--- src/hw/dma_cfg.svh ---
`ifndef DMA_CFG_SVH
`define DMA_CFG_SVH

// Register map on gp, byte addresses
`define DMA_REG_CTRL   16'h0000
`define DMA_REG_STATUS 16'h0004
`define DMA_REG_SRC    16'h0008
`define DMA_REG_DST    16'h000C
`define DMA_REG_LEN    16'h0010
`define DMA_REG_OFFSET 16'h0014

// The window maps the whole shared memory, one word per 4 bytes
`define DMA_WIN_BASE   16'h1000

// Word count of the shared memory
`define DMA_MEM_DEPTH  256

`endif

--- src/hw/dma_pkg.sv ---
`default_nettype none

package dma_pkg;

    // ==============================
    // Bus payload types
    // ==============================

    typedef logic [31:0] word_t; // One data word on gp, hp and the memory

    typedef logic [15:0] addr_t; // Byte address on both AXI4-Lite ports

    typedef enum logic [1:0] {
        resp_okay   = 2'b00,
        resp_slverr = 2'b10
    } resp_t;

    // ==============================
    // Copy engine FSM
    // ==============================

    typedef enum logic [2:0] {
        idle,
        rd_addr,
        rd_data,
        wr,
        wr_resp
    } copy_state_t;

endpackage

`default_nettype wire

--- src/hw/copy_engine.sv ---
`default_nettype none

module copy_engine (
    input  wire                  peripheral_clock,
    input  wire                  arst_n,
    input  wire                  start,
    input  wire dma_pkg::addr_t  src,
    input  wire dma_pkg::addr_t  dst,
    input  wire dma_pkg::word_t  len,
    output logic                 busy,
    output logic                 done,
    output dma_pkg::addr_t       hp_awaddr,
    output logic                 hp_awvalid,
    input  wire                  hp_awready,
    output dma_pkg::word_t       hp_wdata,
    output logic [3:0]           hp_wstrb,
    output logic                 hp_wvalid,
    input  wire                  hp_wready,
    input  wire dma_pkg::resp_t  hp_bresp,
    input  wire                  hp_bvalid,
    output logic                 hp_bready,
    output dma_pkg::addr_t       hp_araddr,
    output logic                 hp_arvalid,
    input  wire                  hp_arready,
    input  wire dma_pkg::word_t  hp_rdata,
    input  wire dma_pkg::resp_t  hp_rresp,
    input  wire                  hp_rvalid,
    output logic                 hp_rready
);

    dma_pkg::copy_state_t state;
    dma_pkg::word_t       idx; // Index of the word being copied
    dma_pkg::addr_t       src_q;
    dma_pkg::addr_t       dst_q;
    dma_pkg::word_t       len_q;
    dma_pkg::word_t       data_q;
    dma_pkg::addr_t       byte_off;

    assign byte_off   = {idx[13:0], 2'b00};
    assign hp_araddr  = src_q + byte_off;
    assign hp_awaddr  = dst_q + byte_off;
    assign hp_wdata   = data_q;
    assign hp_wstrb   = 4'b1111;
    assign hp_arvalid = (state == dma_pkg::rd_addr);
    assign hp_awvalid = (state == dma_pkg::wr);
    assign hp_wvalid  = (state == dma_pkg::wr);
    assign hp_rready  = 1'b1;
    assign hp_bready  = 1'b1;
    assign busy       = (state != dma_pkg::idle);

    // ==============================
    // Sequencer
    // ==============================

    always_ff @(posedge peripheral_clock or negedge arst_n) begin
        if (!arst_n) begin
            state <= dma_pkg::idle;
            idx   <= '0;
            done  <= 1'b0;
        end else begin
            done <= 1'b0;
            case (state)
                dma_pkg::idle: begin
                    if (start) begin
                        if (len == '0) begin
                            done <= 1'b1; // Empty copy finishes at once
                        end else begin
                            idx   <= '0;
                            state <= dma_pkg::rd_addr;
                        end
                    end
                end
                dma_pkg::rd_addr: if (hp_arready) state <= dma_pkg::rd_data;
                dma_pkg::rd_data: if (hp_rvalid) state <= dma_pkg::wr;
                dma_pkg::wr:      if (hp_awready && hp_wready) state <= dma_pkg::wr_resp;
                dma_pkg::wr_resp: begin
                    if (hp_bvalid) begin
                        if (idx == len_q - 1) begin
                            state <= dma_pkg::idle;
                            done  <= 1'b1;
                        end else begin
                            idx   <= idx + 1;
                            state <= dma_pkg::rd_addr;
                        end
                    end
                end
                default: state <= dma_pkg::idle;
            endcase
        end
    end

    // Copy parameters are frozen at start so the host may reprogram during a copy
    always_ff @(posedge peripheral_clock) begin
        if (state == dma_pkg::idle && start) begin
            src_q <= src;
            dst_q <= dst;
            len_q <= len;
        end
        if (state == dma_pkg::rd_data && hp_rvalid) begin
            data_q <= hp_rdata;
        end
    end

    aw_with_w: assert property (@(posedge peripheral_clock) disable iff (!arst_n)
        hp_awvalid |-> hp_wvalid && (hp_awready == hp_wready));

    no_empty_copy: assert property (@(posedge peripheral_clock) disable iff (!arst_n)
        state == dma_pkg::rd_addr |-> len_q != '0);

    hp_resp_okay: assert property (@(posedge peripheral_clock) disable iff (!arst_n)
        (!hp_bvalid || hp_bresp == dma_pkg::resp_okay) &&
        (!hp_rvalid || hp_rresp == dma_pkg::resp_okay));

endmodule

`default_nettype wire

--- config.mk ---
export PLATFORM = sky130hd
export DESIGN_NAME = copy_engine
export DESIGN_NICKNAME = d
export VERILOG_FILES = /design/src/hw/dma_cfg.svh /design/src/hw/dma_pkg.sv /design/src/hw/copy_engine.sv
export SDC_FILE = /design/constraint.sdc
export NUM_CORES = 1
export LEC_CHECK = 0
export BUFFER_PORTS_ARGS = -buffer_cell sky130_fd_sc_hd__clkbuf_2
export CELL_PAD_IN_SITES_DETAIL_PLACEMENT = 1
export CELL_PAD_IN_SITES_GLOBAL_PLACEMENT = 2
export CORE_UTILIZATION = 37
export DETAILED_ROUTE_END_ITERATION = 10
export HOLD_SLACK_MARGIN = 0.12
export PLACE_DENSITY = 0.87
export SKIP_LAST_GASP = 1
export SLEW_MARGIN = 20
export SYNTH_ARGS = -nofsm -noshare
export SYNTH_HDL_FRONTEND = slang
export SYNTH_SLANG_ARGS = --single-unit
--- constraint.sdc ---
create_clock -name peripheral_clock -period 10.2 [get_ports peripheral_clock]
set_input_delay 2.55 -clock peripheral_clock [delete_from_list [all_inputs] [get_ports peripheral_clock]]
set_output_delay 2.55 -clock peripheral_clock [all_outputs]
set_load 0.05 [all_outputs]
Word level (Yosys, flattened, before mapping)

Cells that the tools add are included.

Bits in registers: 132
Bits in latches: 0
Bits in writable memories: 0
ROM bits: 0
Output and inout port bits: 75
Logic and storage cells: 50
Memories: 0

Add/sub/neg operators: 4
$mul: 0
Divide/modulo/power cells: 0
Order comparisons: 0
Equality and inequality tests: 12
Shifts and indexed selects: 0
Multiplexer cells: 18
Bitwise operators: 0
Reduce and logical (&&, ||, !) cells: 9

Operators by type and width:

| operator                                              | count |
|---|---|
| two-way mux 32 bit                                    | 4 |
| one-hot mux 32 bit (2 select lines)                   | 1 |
| adder 16 bit                                          | 2 |
| adder 32 x 1 -> 32 bit, second input constant         | 1 |
| == test 32 bit                                        | 1 |
| zero test 32 bit                                      | 1 |
| subtractor 32 x 1 -> 32 bit, second input constant    | 1 |
| two-way mux 3 bit                                     | 6 |
| one-hot mux 3 bit (5 select lines)                    | 1 |
| inequality test 2 bit, second input constant          | 5 |
| == test 3 x 2 -> 1 bit, second input constant         | 2 |
| AND reduction 6 bit                                   | 1 |
| two-way mux 1 bit                                     | 5 |
| AND reduction 5 bit                                   | 1 |
| inequality test 2 x 1 -> 1 bit, second input constant | 2 |
| == test 3 x 1 -> 1 bit, second input constant         | 1 |
| == test 3 bit, second input constant                  | 1 |
| logical AND 1 bit                                     | 3 |
| zero test 3 bit                                       | 1 |
| nonzero test 3 bit                                    | 1 |
| one-hot mux 1 bit (2 select lines)                    | 1 |
| nonzero test 2 bit                                    | 1 |

Logic depth before layout (Yosys ltp)

Depth in word-level cells: 5
Gate-level depth with buffers: 14

Worst setup path after synthesis

Ideal clock, no wire load.

Path kind: input-to-reg
From: input hp_rvalid
To: register data_q[0] (netlist: hp_wdata[0]), enable pin
Library setup time: 513 ps
Data arrival time: 5,924 ps
Slack: 3,763 ps
Cell stages on the path: 2
Buffers on the path: 0
Path through: inv_1 -> nor4b_1

Longest elaborated chain between the ends: 1

Ends and longest elaborated chain:

| what                 | RTL line           | text |
|---|---|---|
| from (decl)          | copy_engine.sv:27  | `input wire hp_rvalid,` |
| logical AND 1 bit    | copy_engine.sv:99  | `if (state == dma_pkg::rd_data && hp_rvalid) begin` |
| to (signal assigned) | copy_engine.sv:100 | `data_q <= hp_rdata;` |
| to (decl)            | copy_engine.sv:36  | `dma_pkg::word_t data_q;` |

No other way between the ends.
A chain may end at the register's enable or synchronous reset.

Final worst setup path

From: register idx[0]
To: output hp_awaddr[14]

Longest elaborated chain between the ends: 1

Ends and longest elaborated chain:

| what                   | RTL line          | text |
|---|---|---|
| from (decl)            | copy_engine.sv:32 | `dma_pkg::word_t idx;` |
| from (signal assigned) | copy_engine.sv:82 | `idx <= idx + 1;` |
| adder 16 bit           | copy_engine.sv:41 | `assign hp_awaddr = dst_q + byte_off;` |
| to (decl)              | copy_engine.sv:12 | `output dma_pkg::addr_t hp_awaddr,` |

No other way between the ends.

==> summary.txt <==
Placement
  • Final Wtd Congestion: 0.7807
  • Post-DP HPWL: 15150 um
  • Post-Place Cells: 1088
  • Port Buffer Count: 172

CTS
  • Cell chosen for the clock root: clkbuf_16
  • Post-cts hold buffer count: 0
  • Number of instances resized during post-cts repair: 0
  • CTS Buf Count: 17
  • Clock Latency Late Sink: 0.43 ns
  • Number of levels the H-tree was split into: 4
  • Clock tree from TritonCTS: yes
  • # Post-CTS Setup Buffers: 0
  • Clock transition time at the flip-flop clock pins of the worst setup and hold paths: 0.07 ns
  • Number of buffers on the longest clock path: 2
  • Clk sink count: 132

Cells and area
  • Antenna diode instance count: 0
  • Fraction of layout cells with a size suffix above 1: 26.78%
  • Final net count: 980
  • Final Non-Filler Cells: 1120
  • Post-route core utilization: 46.55%
  • Area added between synthesis and finish: 22.15%
  • Count of filler cells inserted in the layout: 2191

Power
  • Max rail drop VDD: 0.0001158 V
  • Power per cell area: 199.0 mW/mm2
  • Static leakage power: 3.791 nW

Yosys
  • Number of flops mapped to enable cells by yosys: 96
  • Average footprint of a synthesized cell: 11.03 um2
  • Yosys top cell by area: edfxtp_1
  • Most repeated cell in the gate-level netlist after synthesis: edfxtp_1
  • Instance count of the mapped netlist: 679
  • Area share of the largest cell type after synthesis: 38.49%
  • Most used flip-flop cell after synthesis: edfxtp_1
  • Number of distinct standard cells referenced by the synthesized netlist: 65
  • Dominant cells by area after synthesis: edfxtp_1 38%, dfrtp_1 12%, xnor2_1 5.3%
  • Count of state elements after synthesis: 132
  • Number of warnings reported in the yosys synthesis log: 0
  • Share of async-settable or async-resettable flops after synthesis: 27.27%
  • Commonest cells post-synth: 96 x edfxtp_1, 52 x nand2_1, 45 x xnor2_1
  • Portion of the post-synthesis area used by sequential elements: 50.52%
  • Cell area after synthesis: 0.007490 mm2

STA
  • Final sum of negative setup slack: 0 ns
  • Top achievable clock speed: 168.6 MHz
  • Worst-margin pin slew: 0.9813 ns
  • RSZ-0062 raised after global routing: false
  • Final count of negative-setup-slack endpoints: 0
  • Share of the clock period used by the worst path: 58.14%
  • Relative slew slack: 34.51%
  • Worst clock skew: 0.01311 ns
  • Final count of pins violating max slew: 0
  • Count of final hold-check violations: 0
  • Post-route minimum period: 5.930 ns

Floorplanning
  • Area of the core region: 0.01965 mm2
  • Number of cell rows: 51
  • Number of top-level pins: 183
  • Initial core utilization: 38.11%
  • Die ar.: 0.02082 mm2
  • Die outline height: 144.3 um
  • Horiz. Die Dim: 144.3 um

GRT
  • Total GRT Usage: 20.59%
  • Antenna violations before repair: 0
  • GR peak layer: met2
  • Vias in the first global route: 6181
  • Met2 track utilization from global routing: 35.83%
  • Pin count of the biggest net entering global routing: 66
  • Grt ovf: 0
  • Met1 layer usage reported by global route: 25.38%
  • First-pass GRT wire length: 32200 um
  • Fraction of met3 tracks used by global routing: 4.934%

Worst setup path
  • Largest fanout of any net on the critical path: 8
  • Endpoint arrival time on the critical path: 3.38 ns
  • Setup CP Type: reg2out
  • Sequence of cells on the critical path: ha_1 -> inv_1 -> fa_1 -> nor2b_1 -> o21ai_0 -> a21oi_1 -> o21ai_0 -> a21oi_1 -> nand4_1 -> nand3_1 -> o41ai_1 -> xnor2_1 -> clkbuf_2
  • Sort of element at the start of the critical path: flip-flop
  • Endpoint class of the critical path: primary output
  • Worst stage delay on the critical path: 0.53 ns
  • Required @ worst endpoint: 7.65 ns
  • Master of the slowest instance on the critical path: dfrtp_1

Route
  • Final wirelength: 20490 um
  • Drt initial violations: 278
  • TritonRoute pass-1 iters: 4
  • Routed length per instance: 18.30 um
  • Drt drc: 0
  • Overall via count from detail_route: 6044
  • Ratio of routed vias to standard cells: 5.396
  • Antenna-violating nets left: 0

Status
  • Outcome: complete, no violations

Hold path
  • Tightest Hold Check Type: reg2reg

Run
  • Max cap viols: 0
[cells in the final DEF (no fill, tap or decap), types with 7 or more instances in the layout]
cell	count
and3_1	16
o211ai_1	21
nand2_1	52
inv_1	22
nor3_1	15
a21oi_1	20
ha_1	28
buf_4	8
clkbuf_16	17
nor4_1	18
nand4_1	28
mux2i_1	9
o31ai_1	7
or4_1	31
o21ai_0	14
dfrtp_1	36
clkbuf_2	171
nand2b_1	8
edfxtp_1	96
xnor2_1	45
xor2_1	25
nand3_1	20
nor2_1	33
[sequential cells by signal, indices dropped and copies added (netlist names)]
signal and flops:
src_q 16, dst_q 16, done 1, idx 32, len_q 32, hp_wdata 32
state 3
[power by group]
group,internal (W),leakage [nW],switching (W)
registers,0.000666,1.38,0.0000530
clock network,0.000332,0.292,0.000289
logic,0.000124,2.12,0.000357
[layout make-up]
cell class	count	area (um2)	share of cell area, %
clock buffer	17	425.4	4.650
clock inverter	15	180.2	1.969
inverter	22	82.58	0.9026
multi-input combinational	489	3425	37.43
sequential	132	3784	41.36
tap	265	331.6	3.624
timing repair buffer	180	920.9	10.07
[layer usage]
metal	wire, um	part of all wire [%]
met4	284	1.4
met5	0	0
met3	997	4.9
met1	9061	44
met2	10150	50
[path summary, 6_finish.rpt]
check	slack (ns)	depth (start not counted)	to	start
max	4.27	13	hp_awaddr[14]	idx[0]$_DFFE_PN0P_
min	0.58	2	idx[31]$_DFFE_PN0P_	idx[31]$_DFFE_PN0P_
max reg2reg	5.80	12	idx[0]$_DFFE_PN0P_	len_q[0]$_DFFE_PP_
min reg2reg	0.58	2	idx[31]$_DFFE_PN0P_	idx[31]$_DFFE_PN0P_
max in group asynchronous	7.39	1	idx[14]$_DFFE_PN0P_	arst_n
min in group asynchronous	2.24	1	idx[30]$_DFFE_PN0P_	arst_n
[worst max-delay path: cells and delay by family (launching register included)]
family | cells | cell delay [ns]
adder cells (fa/ha/maj) | 2 | 0.54
flip-flops | 1 | 0.53
XOR/XNOR | 1 | 0.18
AO/OA/AOI/OAI | 5 | 1.05
AND/OR/NAND/NOR | 3 | 0.28
buffers and inverters | 2 | 0.37
[kinds of logic after synthesis]
| family | synth area share (%) |
|---|---|
| AOI/OAI and AO/OA | 8.888 |
| buffers and inverters | 4.377 |
| other | 0.05007 |
| and+or+nand+nor | 21.07 |
| adders and majority gates | 5.212 |
| xor gates and xnor gates | 8.186 |
| muxes | 1.704 |
| DFF | 50.52 |
[per-stage QoR]
stage          hold WS (ns)  worst slack [ns]  power, W  area, um2
2_1_floorplan        0.5165             3.763  0.001088       7508
3_3_place_gp         0.5481             4.745  0.001205       8538
3_5_place_dp         0.5697             4.677  0.001216       8538
4_1_cts              0.5854             4.218  0.001843       9144
5_1_grt              0.6091             3.959  0.001903       9149
6_report             0.5778             4.270  0.001821       9149
Power figures use the tool's default switching activity.
