<file path="config.mk">
export PLATFORM = sky130hd
export DESIGN_NAME = gp_reg_slave
export DESIGN_NICKNAME = d
export VERILOG_FILES = /design/src/hw/dma_pkg.sv /design/src/hw/gp_reg_slave.sv
export VERILOG_INCLUDE_DIRS = /design/src /design/src/hw
export SDC_FILE = /design/constraint.sdc
export NUM_CORES = 1
export LEC_CHECK = 0
export CAP_MARGIN = 40
export CORE_AREA = 10 10 131 133
export CTS_BUF_LIST = sky130_fd_sc_hd__clkbuf_8
export DETAILED_ROUTE_END_ITERATION = 10
export DIE_AREA = 0 0 141 143
export DONT_BUFFER_PORTS = 1
export PLACE_DENSITY = 0.55
export SYNTH_ARGS = -nofsm -noshare
export SYNTH_HDL_FRONTEND = slang
export SYNTH_SLANG_ARGS = --single-unit
</file>
<file path="constraint.sdc">
create_clock -name peripheral_clock -period 3.1 [get_ports peripheral_clock]
set_input_delay 0.31 -clock peripheral_clock [delete_from_list [all_inputs] [get_ports peripheral_clock]]
set_output_delay 0.31 -clock peripheral_clock [all_outputs]
set_load 0.01 [all_outputs]
</file>
<file path="src/hw/dma_cfg.svh">
`ifndef DMA_CFG_SVH
`define DMA_CFG_SVH

// Register map on gp, byte addresses
`define DMA_REG_CTRL   16'h0000
`define DMA_REG_STATUS 16'h0004
`define DMA_REG_SRC    16'h0008
`define DMA_REG_DST    16'h000C
`define DMA_REG_LEN    16'h0010
`define DMA_REG_OFFSET 16'h0014

// The window maps the whole shared memory, one word per 4 bytes
`define DMA_WIN_BASE   16'h1000

// Word count of the shared memory
`define DMA_MEM_DEPTH  256

`endif

</file>
<file path="src/hw/dma_pkg.sv">
`default_nettype none

package dma_pkg;

    // ==============================
    // Bus payload types
    // ==============================

    typedef logic [31:0] word_t; // One data word on gp, hp and the memory

    typedef logic [15:0] addr_t; // Byte address on both AXI4-Lite ports

    typedef enum logic [1:0] {
        resp_okay   = 2'b00,
        resp_slverr = 2'b10
    } resp_t;

    // ==============================
    // Copy engine FSM
    // ==============================

    typedef enum logic [2:0] {
        idle,
        rd_addr,
        rd_data,
        wr,
        wr_resp
    } copy_state_t;

endpackage

`default_nettype wire

</file>
<file path="src/hw/gp_reg_slave.sv">
`default_nettype none

`include "dma_cfg.svh"

module gp_reg_slave (
    input  wire                  peripheral_clock,
    input  wire                  arst_n,
    input  wire dma_pkg::addr_t  gp_awaddr,
    input  wire                  gp_awvalid,
    output logic                 gp_awready,
    input  wire dma_pkg::word_t  gp_wdata,
    input  wire [3:0]            gp_wstrb,
    input  wire                  gp_wvalid,
    output logic                 gp_wready,
    output dma_pkg::resp_t       gp_bresp,
    output logic                 gp_bvalid,
    input  wire                  gp_bready,
    input  wire dma_pkg::addr_t  gp_araddr,
    input  wire                  gp_arvalid,
    output logic                 gp_arready,
    output dma_pkg::word_t       gp_rdata,
    output dma_pkg::resp_t       gp_rresp,
    output logic                 gp_rvalid,
    input  wire                  gp_rready,
    input  wire                  busy,
    output logic                 start,
    output dma_pkg::addr_t       src,
    output dma_pkg::addr_t       dst,
    output dma_pkg::word_t       len,
    output dma_pkg::addr_t       offset,
    output logic                 win_en,
    output logic                 win_we,
    output logic [7:0]           win_index,
    output dma_pkg::word_t       win_wdata,
    output logic [3:0]           win_wstrb,
    input  wire dma_pkg::word_t  win_rdata
);

    function automatic logic in_window(input dma_pkg::addr_t addr);
        return (addr >= `DMA_WIN_BASE) && (addr < `DMA_WIN_BASE + 4 * `DMA_MEM_DEPTH);
    endfunction

    logic           pend; // A response is outstanding
    logic           wr_fire;
    logic           rd_fire;
    logic           wr_is_reg;
    logic           wr_is_win;
    logic           rd_is_reg;
    logic           rd_is_win;
    logic           rd_win_q; // Window read waits one cycle for memory data
    dma_pkg::word_t rd_reg_data;

    // ==============================
    // Handshake and decode
    // ==============================

    assign gp_awready = !pend;
    assign gp_wready  = !pend;
    assign gp_arready = !pend && !(gp_awvalid && gp_wvalid); // Writes win a tie

    assign wr_fire = gp_awvalid && gp_wvalid && !pend;
    assign rd_fire = gp_arvalid && gp_arready;

    assign wr_is_win = in_window(gp_awaddr);
    assign rd_is_win = in_window(gp_araddr);
    assign wr_is_reg = gp_awaddr inside {`DMA_REG_CTRL, `DMA_REG_STATUS, `DMA_REG_SRC,
                                         `DMA_REG_DST, `DMA_REG_LEN, `DMA_REG_OFFSET};

    always_comb begin
        rd_is_reg   = 1'b1;
        rd_reg_data = '0;
        case (gp_araddr)
            `DMA_REG_CTRL:   rd_reg_data = '0;
            `DMA_REG_STATUS: rd_reg_data = {31'd0, busy};
            `DMA_REG_SRC:    rd_reg_data = {16'd0, src};
            `DMA_REG_DST:    rd_reg_data = {16'd0, dst};
            `DMA_REG_LEN:    rd_reg_data = len;
            `DMA_REG_OFFSET: rd_reg_data = {16'd0, offset};
            default:         rd_is_reg = 1'b0;
        endcase
    end

    assign win_we    = wr_fire && wr_is_win;
    assign win_en    = win_we || (rd_fire && rd_is_win);
    assign win_index = wr_fire ? gp_awaddr[9:2] : gp_araddr[9:2];
    assign win_wdata = gp_wdata;
    assign win_wstrb = gp_wstrb;

    // ==============================
    // Registers
    // ==============================

    always_ff @(posedge peripheral_clock or negedge arst_n) begin
        if (!arst_n) begin
            start  <= 1'b0;
            src    <= '0;
            dst    <= '0;
            len    <= '0;
            offset <= '0;
        end else begin
            start <= 1'b0;
            if (wr_fire) begin
                case (gp_awaddr)
                    `DMA_REG_CTRL:   start  <= gp_wdata[0]; // Pulse only, ctrl holds nothing
                    `DMA_REG_SRC:    src    <= gp_wdata[15:0];
                    `DMA_REG_DST:    dst    <= gp_wdata[15:0];
                    `DMA_REG_LEN:    len    <= gp_wdata;
                    `DMA_REG_OFFSET: offset <= gp_wdata[15:0];
                    default:         ;
                endcase
            end
        end
    end

    always_ff @(posedge peripheral_clock or negedge arst_n) begin
        if (!arst_n) begin
            pend      <= 1'b0;
            gp_bvalid <= 1'b0;
            gp_bresp  <= dma_pkg::resp_okay;
            gp_rvalid <= 1'b0;
            gp_rresp  <= dma_pkg::resp_okay;
            rd_win_q  <= 1'b0;
        end else begin
            if (wr_fire) begin
                pend      <= 1'b1;
                gp_bvalid <= 1'b1;
                gp_bresp  <= (wr_is_reg || wr_is_win) ? dma_pkg::resp_okay : dma_pkg::resp_slverr;
            end else if (rd_fire) begin
                pend <= 1'b1;
                if (rd_is_win) begin
                    rd_win_q <= 1'b1;
                end else begin
                    gp_rvalid <= 1'b1;
                    gp_rresp  <= rd_is_reg ? dma_pkg::resp_okay : dma_pkg::resp_slverr;
                end
            end
            if (rd_win_q) begin
                rd_win_q  <= 1'b0;
                gp_rvalid <= 1'b1;
                gp_rresp  <= dma_pkg::resp_okay;
            end
            if (gp_bvalid && gp_bready) begin
                gp_bvalid <= 1'b0;
                pend      <= 1'b0;
            end
            if (gp_rvalid && gp_rready) begin
                gp_rvalid <= 1'b0;
                pend      <= 1'b0;
            end
        end
    end

    always_ff @(posedge peripheral_clock) begin
        if (rd_fire) begin
            gp_rdata <= rd_reg_data; // Zero for unmapped addresses
        end else if (rd_win_q) begin
            gp_rdata <= win_rdata;
        end
    end

    bvalid_needs_write: assert property (@(posedge peripheral_clock) disable iff (!arst_n)
        $rose(gp_bvalid) |-> $past(wr_fire));

    rvalid_needs_read: assert property (@(posedge peripheral_clock) disable iff (!arst_n)
        $rose(gp_rvalid) |-> $past(rd_fire) || $past(rd_fire, 2));

endmodule

`default_nettype wire

</file>
**Word-level counts from Yosys, hierarchy flattened**

Cells that the tools add are included.

- Flip-flop bits (word level): 121
- Latch bits: 0
- RAM bits: 0
- ROM bits: 0
- Bits of input ports: 108
- Output and inout port bits: 168
- Memories: 0

- $add $sub $neg: 0
- $mul: 0
- Divide/modulo/power cells: 0
- Order comparisons: 4
- Eq/ne operators: 14
- Shift-type cells: 0
- Multiplexer cells: 28
- Bitwise logic cells: 0
- Reduce and logical (&&, ||, !) cells: 28

Operators with widths:

| kind | number |
|---|---|
| case mux 32 bit (5 select lines) | 1 |
| == test 16 x 4 -> 1 bit, second input constant | 4 |
| == test 16 x 5 -> 1 bit, second input constant | 4 |
| 2-to-1 mux 32 bit | 2 |
| == test 16 x 3 -> 1 bit, second input constant | 2 |
| greater-or-equal comparator 16 x 13 -> 1 bit, second input constant | 2 |
| logical NOT 16 bit | 2 |
| less-than comparator 16 x 13 -> 1 bit, second input constant | 2 |
| 2-to-1 mux 1 bit | 18 |
| 2-to-1 mux 2 bit | 6 |
| logical AND 1 bit | 10 |
| 2-to-1 mux 8 bit | 1 |
| AND reduction 2 bit | 4 |
| inequality test 3 x 1 -> 1 bit, second input constant | 2 |
| AND reduction 3 bit | 2 |
| nonzero test 6 bit | 1 |
| OR reduction 6 bit | 1 |
| inequality test 2 x 1 -> 1 bit, second input constant | 2 |
| nonzero test 2 bit | 2 |
| nonzero test 4 bit | 1 |
| nonzero test 3 bit | 1 |
| logical NOT 1 bit | 2 |
| logical OR 1 bit | 2 |

**Logic depth before layout (Yosys ltp)**

Gate-level depths: netlist of the first run.

- Depth after elaboration: 8
- Mapped depth: 7
- Mapped depth without buffers: 4

**Worst setup path after synthesis of the first run**

OpenSTA, ideal clock, no wires.

- Path type: input -> register
- From: in gp_awaddr[10]
- To: reg dst[10]
- Library setup time: 0.125 ns
- Arrival: 2.229 ns
- Data required time: 2.975 ns
- Path slack: 0.746 ns
- Cell stages on the path: 7
- Path buffers: 3
- Cells stage by stage: or4_1 -> or2_1 -> buf_6 -> or4_4 -> buf_6 -> buf_12 -> mux2_4

- Cells in the longest elaborated chain, start to end: 2

RTL lines:

| item | line | RTL |
|---|---|---|
| start: declaration | gp_reg_slave.sv:8 | `input wire dma_pkg::addr_t gp_awaddr,` |
| == test 16 x 4 -> 1 bit | gp_reg_slave.sv:103 | `case (gp_awaddr)` |
| AND reduction 2 bit (no source line) | -- |  |
| end signal: assignment | gp_reg_slave.sv:106 | `` `DMA_REG_DST: dst <= gp_wdata[15:0]; `` |
| end: declaration | gp_reg_slave.sv:28 | `output dma_pkg::addr_t dst,` |

No other way between the ends.
A chain may end at the register's enable or synchronous reset.

**Worst setup path in the final report of the first run**

- From: reg pend
- To: reg dst[6]

- Cells in the longest elaborated chain, start to end: 3

RTL lines:

| item | line | RTL |
|---|---|---|
| start: declaration | gp_reg_slave.sv:43 | `logic pend;` |
| start signal: assignment | gp_reg_slave.sv:117 | `pend <= 1'b0;` |
| start signal: assignment | gp_reg_slave.sv:125 | `pend <= 1'b1;` |
| start signal: assignment | gp_reg_slave.sv:129 | `pend <= 1'b1;` |
| logical NOT 1 bit | gp_reg_slave.sv:61 | `assign wr_fire = gp_awvalid && gp_wvalid && !pend;` |
| logical AND 1 bit | gp_reg_slave.sv:61 |  |
| AND reduction 2 bit (no source line) | -- |  |

No other way between the ends.

==> results of run 1 <==
-- power groups by stage --
stage | logic, mW | registers, mW | clock network (mW)
floorplan | 0.252 | 1.80 | 0
global placement | 0.244 | 1.82 | 0
detailed placement | 0.271 | 1.82 | 0
CTS | 0.338 | 1.79 | 1.55
global route | 0.364 | 1.79 | 1.61
finish | 0.336 | 1.78 | 1.49
-- how the worst max path moves through the flow --
stage | endpoint | start | depth (start not counted) | slack (ps)
floorplan | dst[10] | gp_awaddr[10] | 7 | 750
global placement | dst[9] | gp_awaddr[10] | 4 | 720
detailed placement | dst[6] | gp_awaddr[10] | 4 | 680
CTS | win_en | pend | 4 | 820
global route | win_en | pend | 4 | 740
finish | dst[6] | pend | 4 | 830
-- cell usage after synthesis (all sizes together) --
cell    instances  area [um^2]
a21oi           2         10.0
a222oi          1         10.0
a22o           16          140
a311oi          2         17.5
a31oi           2         12.5
a32oi          16          140
and3            2         12.5
and3b           1         8.76
and4            1         8.76
buf            47          359
clkbuf         17         63.8
conb            1         3.75
dfrtp          87         2180
edfxtp         32          961
inv             4         15.0
mux2           81          950
mux2i          33          330
nand2          27          101
nand2b          3         18.8
nand3           4         20.0
nand4           2         12.5
nand4b          2         17.5
nor2           23         86.3
nor3            3         15.0
nor4            7         65.1
nor4b           1         8.76
o21ai          17         85.1
o21bai          1         7.51
or2             1         6.26
or3             1         6.26
or4             3         26.3
-- final cells by class --
cell class / count / area [um^2] / area share (%)
Timing Repair Buffer: 42 / 440 / 6.90
Tap cell: 184 / 230 / 3.61
Inverter: 4 / 15.0 / 0.235
Clock inverter: 11 / 131 / 2.06
Sequential cell: 119 / 3140 / 49.1
Multi-Input combinational cell: 254 / 2140 / 33.5
Clock buffer: 21 / 289 / 4.53
-- critical path: stages, from the launching register on --
cell and delay (ps):
dfrtp_1 400, and3b_1 450, nand4b_1 260, or4_4 690, mux2_4 360
-- cells by family after synthesis --
family                 synth area share [%]
buffers and inverters                  7.69
AND/OR/NAND/NOR                        7.27
AO/OA/AOI/OAI                          7.42
multiplexers                           22.5
other                                0.0658
flip-flops                             55.1
-- timing repair --
item,CTS,global route
hold buffers,31,1
endpoints found under the hold margin,156,1
setup buffers,0,0
gates resized for setup,0,0
-- flip-flops by register name, summed over array words and instances (netlist names), 16 cells and up --
register and cells:
dst 16, gp_rdata 32, len 32, offset 16, src 16
-- metal layers --
| layer | GRT usage [%] | share of wire [%] |
|---|---|---|
| met5 | 0 | 0 |
| met4 | 5.00 | 1.1 |
| met3 | 8.13 | 11 |
| met2 | 29.0 | 51 |
| met1 | 18.4 | 37 |
==> flow_summary.yaml, run 1 <==
outcome:
  status: "complete, no violations"
sta:
  finalSetupViolations: 0
  fmax_ghz: 0.440
  worst_slack_ps: 825
  tightestPinTransition_ps: 895
  drv_slew: 0
  tns_ps: 0
  fin_crit_sh_pct: 73.4
  period_minus_slack_ps: 2270
  hold_viol_final: 0
  fin_skew_ps: 12.4
  grt_setup_unrepaired: "no"
  slew_headroom_pct: 40.3
  hold_ws_ps: 34.5
worst_setup_path:
  start_kind: "flop"
  rr_startpoint: "pend"
  crit_type: "flop to flop"
  worst_r2r_endpoint: "dst[6]"
  cp.required_ps: 3410
  r2r_setup_slack_ps: 830
  cp.arrival_ps: 2590
  crit_fanout: 16
  cp-end-kind: "flop"
  reg2regPathDepth: 4
detailed_routing:
  viasPerCell: 5.73
  drt_iter0_drc: 207
  post-route-drc-count: 0
  vias: 3637
  drt.antenna.violating_nets: 0
  wl_um: 17700
  wire_per_inst_um: 27.8
  dr.pass1.iters: 6
min_path:
  hp-start: "gp_wdata[6]"
  whs_path_depth: 1
  hold_path_end: "offset[6]"
  holdCritPathClass: "input pin to flop"
layout:
  num-nets-final: 546
  n_fill_cell: 1325
  layout.cells.non_filler: 635
  mostFrequentLayoutCell: "dfrtp_1"
  area_growth_pct: 12.1
  final_util_pct: 44.3
  final_cell_mix: "87 x dfrtp_1, 70 x mux2_2, 33 x mux2i_1, 32 x edfxtp_1, 31 x dlygate4sd3_1"
  diodes: 0
  drive_gt1_share_pct: 27.5
  fin_area_um2: 6390
die:
  core_area_um2: 14400
  num_rows: 44
  die_area_um2: 20200
  die_x_um: 141
  initial_core_util_pct: 39.5
  ios: 276
  die_h_um: 143
cts:
  clkTransAtPathRegs_ps: 70
  clock-sinks: 119
  cts_tree: "done"
  cts.path.max_buffers: 2
  root_buffer: "clkbuf_8"
  h-tree-depth: 4
  insertion_delay_ps: 430
  numCtsBuffers: 17
grt:
  antenna_found_initial: 0
  grt_pass1_wl_um: 25900
  grt_pass1_vias: 3872
  track_usage_pct: 17.0
  grt_max_degree: 88
  overflow: 0
job:
  maxCapViolCount: 0
synthesis:
  syn_area_um2: 5700
  ys_seq_area_share_pct: 55.1
  ys_warn_count: 0
  synth_cell_type_count: 40
  ys_ff_latch: 119
  syn_inst: 440
  avgSynthCellArea_um2: 12.9
pwr:
  p_per_area_nw_per_um2: 565
  irDropWorstVdd_mv: 0.294
  intPower_mw: 2.71
  power.total_mw: 3.61
  p_sw_share_pct: 25.0
  netSwitchingPower_mw: 0.904
  pwr-share-seq_pct: 49.4
  p_comb_share_pct: 9.3
  p_leak_nw: 2.87
  pwr-share-clk_pct: 41.3
placed_design:
  dp_worst_setup_slack_ps: 685
  place.gp.congestion: 0.822
  place_area_um2: 5630
  dp_hpwl_um: 12500
  placed_cells: 571
  port_buffers: 0
No activity file was read; power rests on OpenSTA's default activity.
==> run 2, diff against run 1 <==
- PLACE_DENSITY: 0.55 -> 0.57
- clock period: 3.1 -> 1.96 ns (I/O delays scaled with it)
==> flow_summary.yaml, run 2 (same netlist as run 1, synthesis figures left out) <==
outcome:
  status: "complete, but fails checks"
  violations: "hold timing"
worst_setup_path:
  start_kind: "flop"
  r2r_setup_slack_ps: 30
  slowest_stage: "or4_4"
  crit_buf_inv: 1
  max_stage_delay_ps: 490
  rr_startpoint: "pend"
  crit_fanout: 14
  worst_r2r_endpoint: "dst[9]"
  crit_type: "flop to flop"
  cp.arrival_ps: 2250
  cp.required_ps: 2280
  cp-end-kind: "flop"
  critical-path-top-delay-family: "simple AND/OR/NAND/NOR gates"
  path_cells: "and3b_2 -> nand4b_1 -> or4_4 -> buf_12 -> mux2_4"
  reg2regPathDepth: 5
cts:
  ctsHoldBuffers: 73
  cts_tree: "done"
  insertion_delay_ps: 440
  root_buffer: "clkbuf_8"
  h-tree-depth: 4
  cts.path.max_buffers: 2
  clkTransAtPathRegs_ps: 80
  clock-sinks: 119
  numCtsBuffers: 17
sta:
  hold_viol_final: 87
  drv_slew: 0
  finalSetupViolations: 0
  hold_ws_ps: -556
  tns_ps: 0
  grt_setup_unrepaired: "yes"
  fin_crit_sh_pct: 98.2
  fmax_ghz: 0.519
  worst_slack_ps: 34.8
  period_minus_slack_ps: 1930
  fin_skew_ps: 12.5
pwr:
  p_leak_nw: 3.19
  irDropWorstVdd_mv: 0.340
  p_per_area_nw_per_um2: 807
  power.total_mw: 5.73
layout:
  area_growth_pct: 24.6
  num-nets-final: 609
  mostFrequentLayoutCell: "dfrtp_1"
  layout.cells.non_filler: 697
  final_util_pct: 49.2
  final_cell_mix: "87 x dfrtp_1, 73 x dlygate4sd3_1, 61 x mux2_2, 33 x mux2i_1, 32 x edfxtp_1"
  largestRegisters: "gp_rdata (32), len (32)"
  n_fill_cell: 1267
  diodes: 0
  fin_area_um2: 7100
  drive_gt1_share_pct: 29.4
grt:
  antenna_found_initial: 0
  overflow: 0
  track_usage_pct: 17.7
  grt_max_degree: 88
  grt_pass1_vias: 4308
  grt_pass1_wl_um: 27200
detailed_routing:
  wl_um: 18200
  viasPerCell: 5.66
  drt.antenna.violating_nets: 0
  wire_per_inst_um: 26.1
  vias: 3943
  post-route-drc-count: 0
  dr.pass1.iters: 4
  drt_iter0_drc: 193
placed_design:
  place_area_um2: 5880
  dp_hpwl_um: 12900
  port_buffers: 0
  dp_worst_setup_slack_ps: -224
  placed_cells: 590
  place.gp.congestion: 0.816
die:
  core_area_um2: 14400
  die_area_um2: 20200
  die_h_um: 143
  num_rows: 44
  ios: 276
  die_x_um: 141
  initial_core_util_pct: 39.5
min_path:
  holdCritPathClass: "input pin to asynchronous set/reset pin"
job:
  maxCapViolCount: 0
==> run 2: area by class of cell <==
class	count	area [um^2]	area share [%]
Sequential cell	119	3140	44.2
Multi-Input combinational cell	254	2210	31.2
Timing Repair Buffer	105	1100	15.5
Clock buffer	19	262	3.69
Tap cell	184	230	3.24
Clock inverter	12	139	1.96
Inverter	4	15.0	0.212
==> run 2: timing repair <==
item / CTS / global route
hold endpoints to repair: 205 / 87
buffers inserted: 0 / 2
setup endpoints to repair: 21 / 56
cloned: 0 / 1
gates resized for setup: 11 / 2
pin swaps: 1 / 0
==> run 2: per-layer routing <==
| metal | routed length, um | vias to the layer above | share of wire (%) | GRT usage [%] |
|---|---|---|---|---|
| met5 | 0 | - | 0 | 0 |
| met4 | 312 | 0 | 1.7 | 5.33 |
| met3 | 1910 | 22 | 10 | 8.23 |
| met2 | 9140 | 230 | 50 | 30.0 |
| met1 | 6870 | 1988 | 38 | 19.4 |
| li1 | - | 1703 | - | - |
==> run 2: worst max path at each step <==
stage	startpoint	endpoint	cells after the start
2_1_floorplan	gp_awaddr[10]	dst[10]	7
3_3_place_gp	gp_awaddr[10]	len[7]	6
3_5_place_dp	gp_awaddr[10]	len[24]	6
4_1_cts	pend	win_en	6
5_1_grt	pend	win_en	6
6_report	pend	dst[9]	5
==> run 2: power breakdown <==
part	leakage (nW)	switching (mW)	internal (mW)	total, mW
Clock	0.213	0.972	1.30	2.27
Combinational	1.48	0.328	0.308	0.635
Sequential	1.50	0.119	2.70	2.82
==> run 3, diff against run 2 <==
- PLACE_DENSITY: 0.57 -> 0.55
- clock period: 1.96 -> 1.95 ns (I/O delays scaled with it)
==> flow_summary.yaml, run 3 (same netlist as run 1, synthesis figures left out) <==
detailed_routing:
  wl_um: 19500
  post-route-drc-count: 0
  drt_iter0_drc: 210
  vias: 3951
  viasPerCell: 5.59
  dr.pass1.iters: 4
  wire_per_inst_um: 27.6
  drt.antenna.violating_nets: 0
sta:
  tightestPinTransition_ps: 626
  hold_ws_ps: -552
  slew_headroom_pct: 57.7
  finalSetupViolations: 15
  period_minus_slack_ps: 1970
  fmax_ghz: 0.508
  drv_slew: 0
  grt_setup_unrepaired: "yes"
  hold_viol_final: 87
  worst_slack_ps: -17.4
  fin_skew_ps: 12.9
  fin_crit_sh_pct: 101
worst_setup_path:
  cp-end-kind: "flop"
  crit_type: "flop to flop"
  start_kind: "flop"
  cp.required_ps: 2270
  cp.arrival_ps: 2290
  r2r_setup_slack_ps: -20
  crit_fanout: 8
die:
  die_area_um2: 20200
  die_x_um: 141
  core_area_um2: 14400
  ios: 276
  initial_core_util_pct: 39.5
  die_h_um: 143
  num_rows: 44
cts:
  cts_tree: "done"
  insertion_delay_ps: 440
  numCtsBuffers: 17
  ctsHoldBuffers: 75
  root_buffer: "clkbuf_8"
  clkTransAtPathRegs_ps: 80
  clock-sinks: 119
  h-tree-depth: 4
  cts.path.max_buffers: 2
layout:
  final_util_pct: 51.2
  fin_area_um2: 7390
  largestRegisters: "gp_rdata (32), len (32)"
  mostFrequentLayoutCell: "dfrtp_1"
  area_growth_pct: 29.8
  final_cell_mix: "87 x dfrtp_1, 75 x dlygate4sd3_1, 54 x mux2_4, 33 x mux2i_1, 32 x edfxtp_1"
  drive_gt1_share_pct: 31.2
  num-nets-final: 617
grt:
  track_usage_pct: 18.2
  grt_pass1_wl_um: 27900
  overflow: 0
  antenna_found_initial: 1
  grt_pass1_vias: 4299
  grt_max_degree: 88
pwr:
  p_per_area_nw_per_um2: 790
  irDropWorstVdd_mv: 0.383
  p_leak_nw: 3.26
min_path:
  holdCritPathClass: "input pin to asynchronous set/reset pin"
outcome:
  violations: "hold timing, setup timing"
  status: "complete, but fails checks"
placed_design:
  place.gp.congestion: 0.850
  dp_hpwl_um: 12900
  place_area_um2: 5890
  port_buffers: 0
job:
  maxCapViolCount: 0
run 3: cell types whose count changed in the layout (fill, tap and decap cells not counted), sizes merged:
cell and change:
inv -2, diode +1, dlygate4sd3 +2, buf +5, bufinv -1, clkinvlp +3, clkbuf +3, clkinv -1
run 3: through the flow:
stage               setup TNS (ps)  hold WS [ps]  cells  worst slack, ps  power (mW)
floorplan                   -10760          -101    441             -275        3.26
global placement             -9480         -97.3    591             -172        3.37
detailed placement           -9920         -97.2    591             -190        3.38
CTS                           -190          -593    702            -36.6        5.89
global route                 -2170          -599    707            -75.4        6.09
finish                        -134          -552    707            -17.4        5.84
run 3: area by class of cell:
cell class / instances / area [um^2]
fill: 1227 / 7030
sequential: 119 / 3140
multi-input combinational: 254 / 2360
timing repair buffer: 113 / 1230
clock buffer: 21 / 289
tap: 184 / 230
clock inverter: 11 / 124
inverter: 4 / 15.0
antenna: 1 / 2.50
run 3: per-layer routing:
layer | global-route usage [%] | share of wire, % | routed length [um]
met1 | 19.3 | 39 | 7620
met2 | 31.1 | 49 | 9550
met4 | 5.22 | 1.4 | 268
met5 | 0 | 0 | 0
met3 | 9.22 | 11 | 2090
run 3: power by group:
part	switching [mW]	total (mW)	internal (mW)
clock network	1.04	2.31	1.27
registers	0.122	2.84	2.72
logic	0.344	0.690	0.346
run 3: final timing paths:
check	endpoint	from	cells after the start
max	len[14]	pend	8
min	src[11]	arst_n	0
max reg2reg	len[14]	pend	8
min reg2reg	gp_rresp[1]	rd_win_q	1
max in group asynchronous	offset[15]	arst_n	0
min in group peripheral_clock	gp_rdata[15]	gp_araddr[2]	2
run 3: critical path, cell delays in order, from the launching register on:
cell	delay, ps
dfrtp_1	410
and3b_2	270
buf_6	100
buf_6	80
nand4_1	110
nor4_4	170
buf_6	190
clkbuf_16	200
mux2_4	300
run 3: timing repair:
| action | 4_1_cts | 5_1_grt |
|---|---|---|
| setup endpoints to repair | 2 | 55 |
| hold endpoints to repair | 206 | 87 |
| gates resized for setup | 9 | 48 |
| pin swaps | 4 | 3 |
| buffers inserted | 3 | 1 |
| cloned | 1 | 3 |
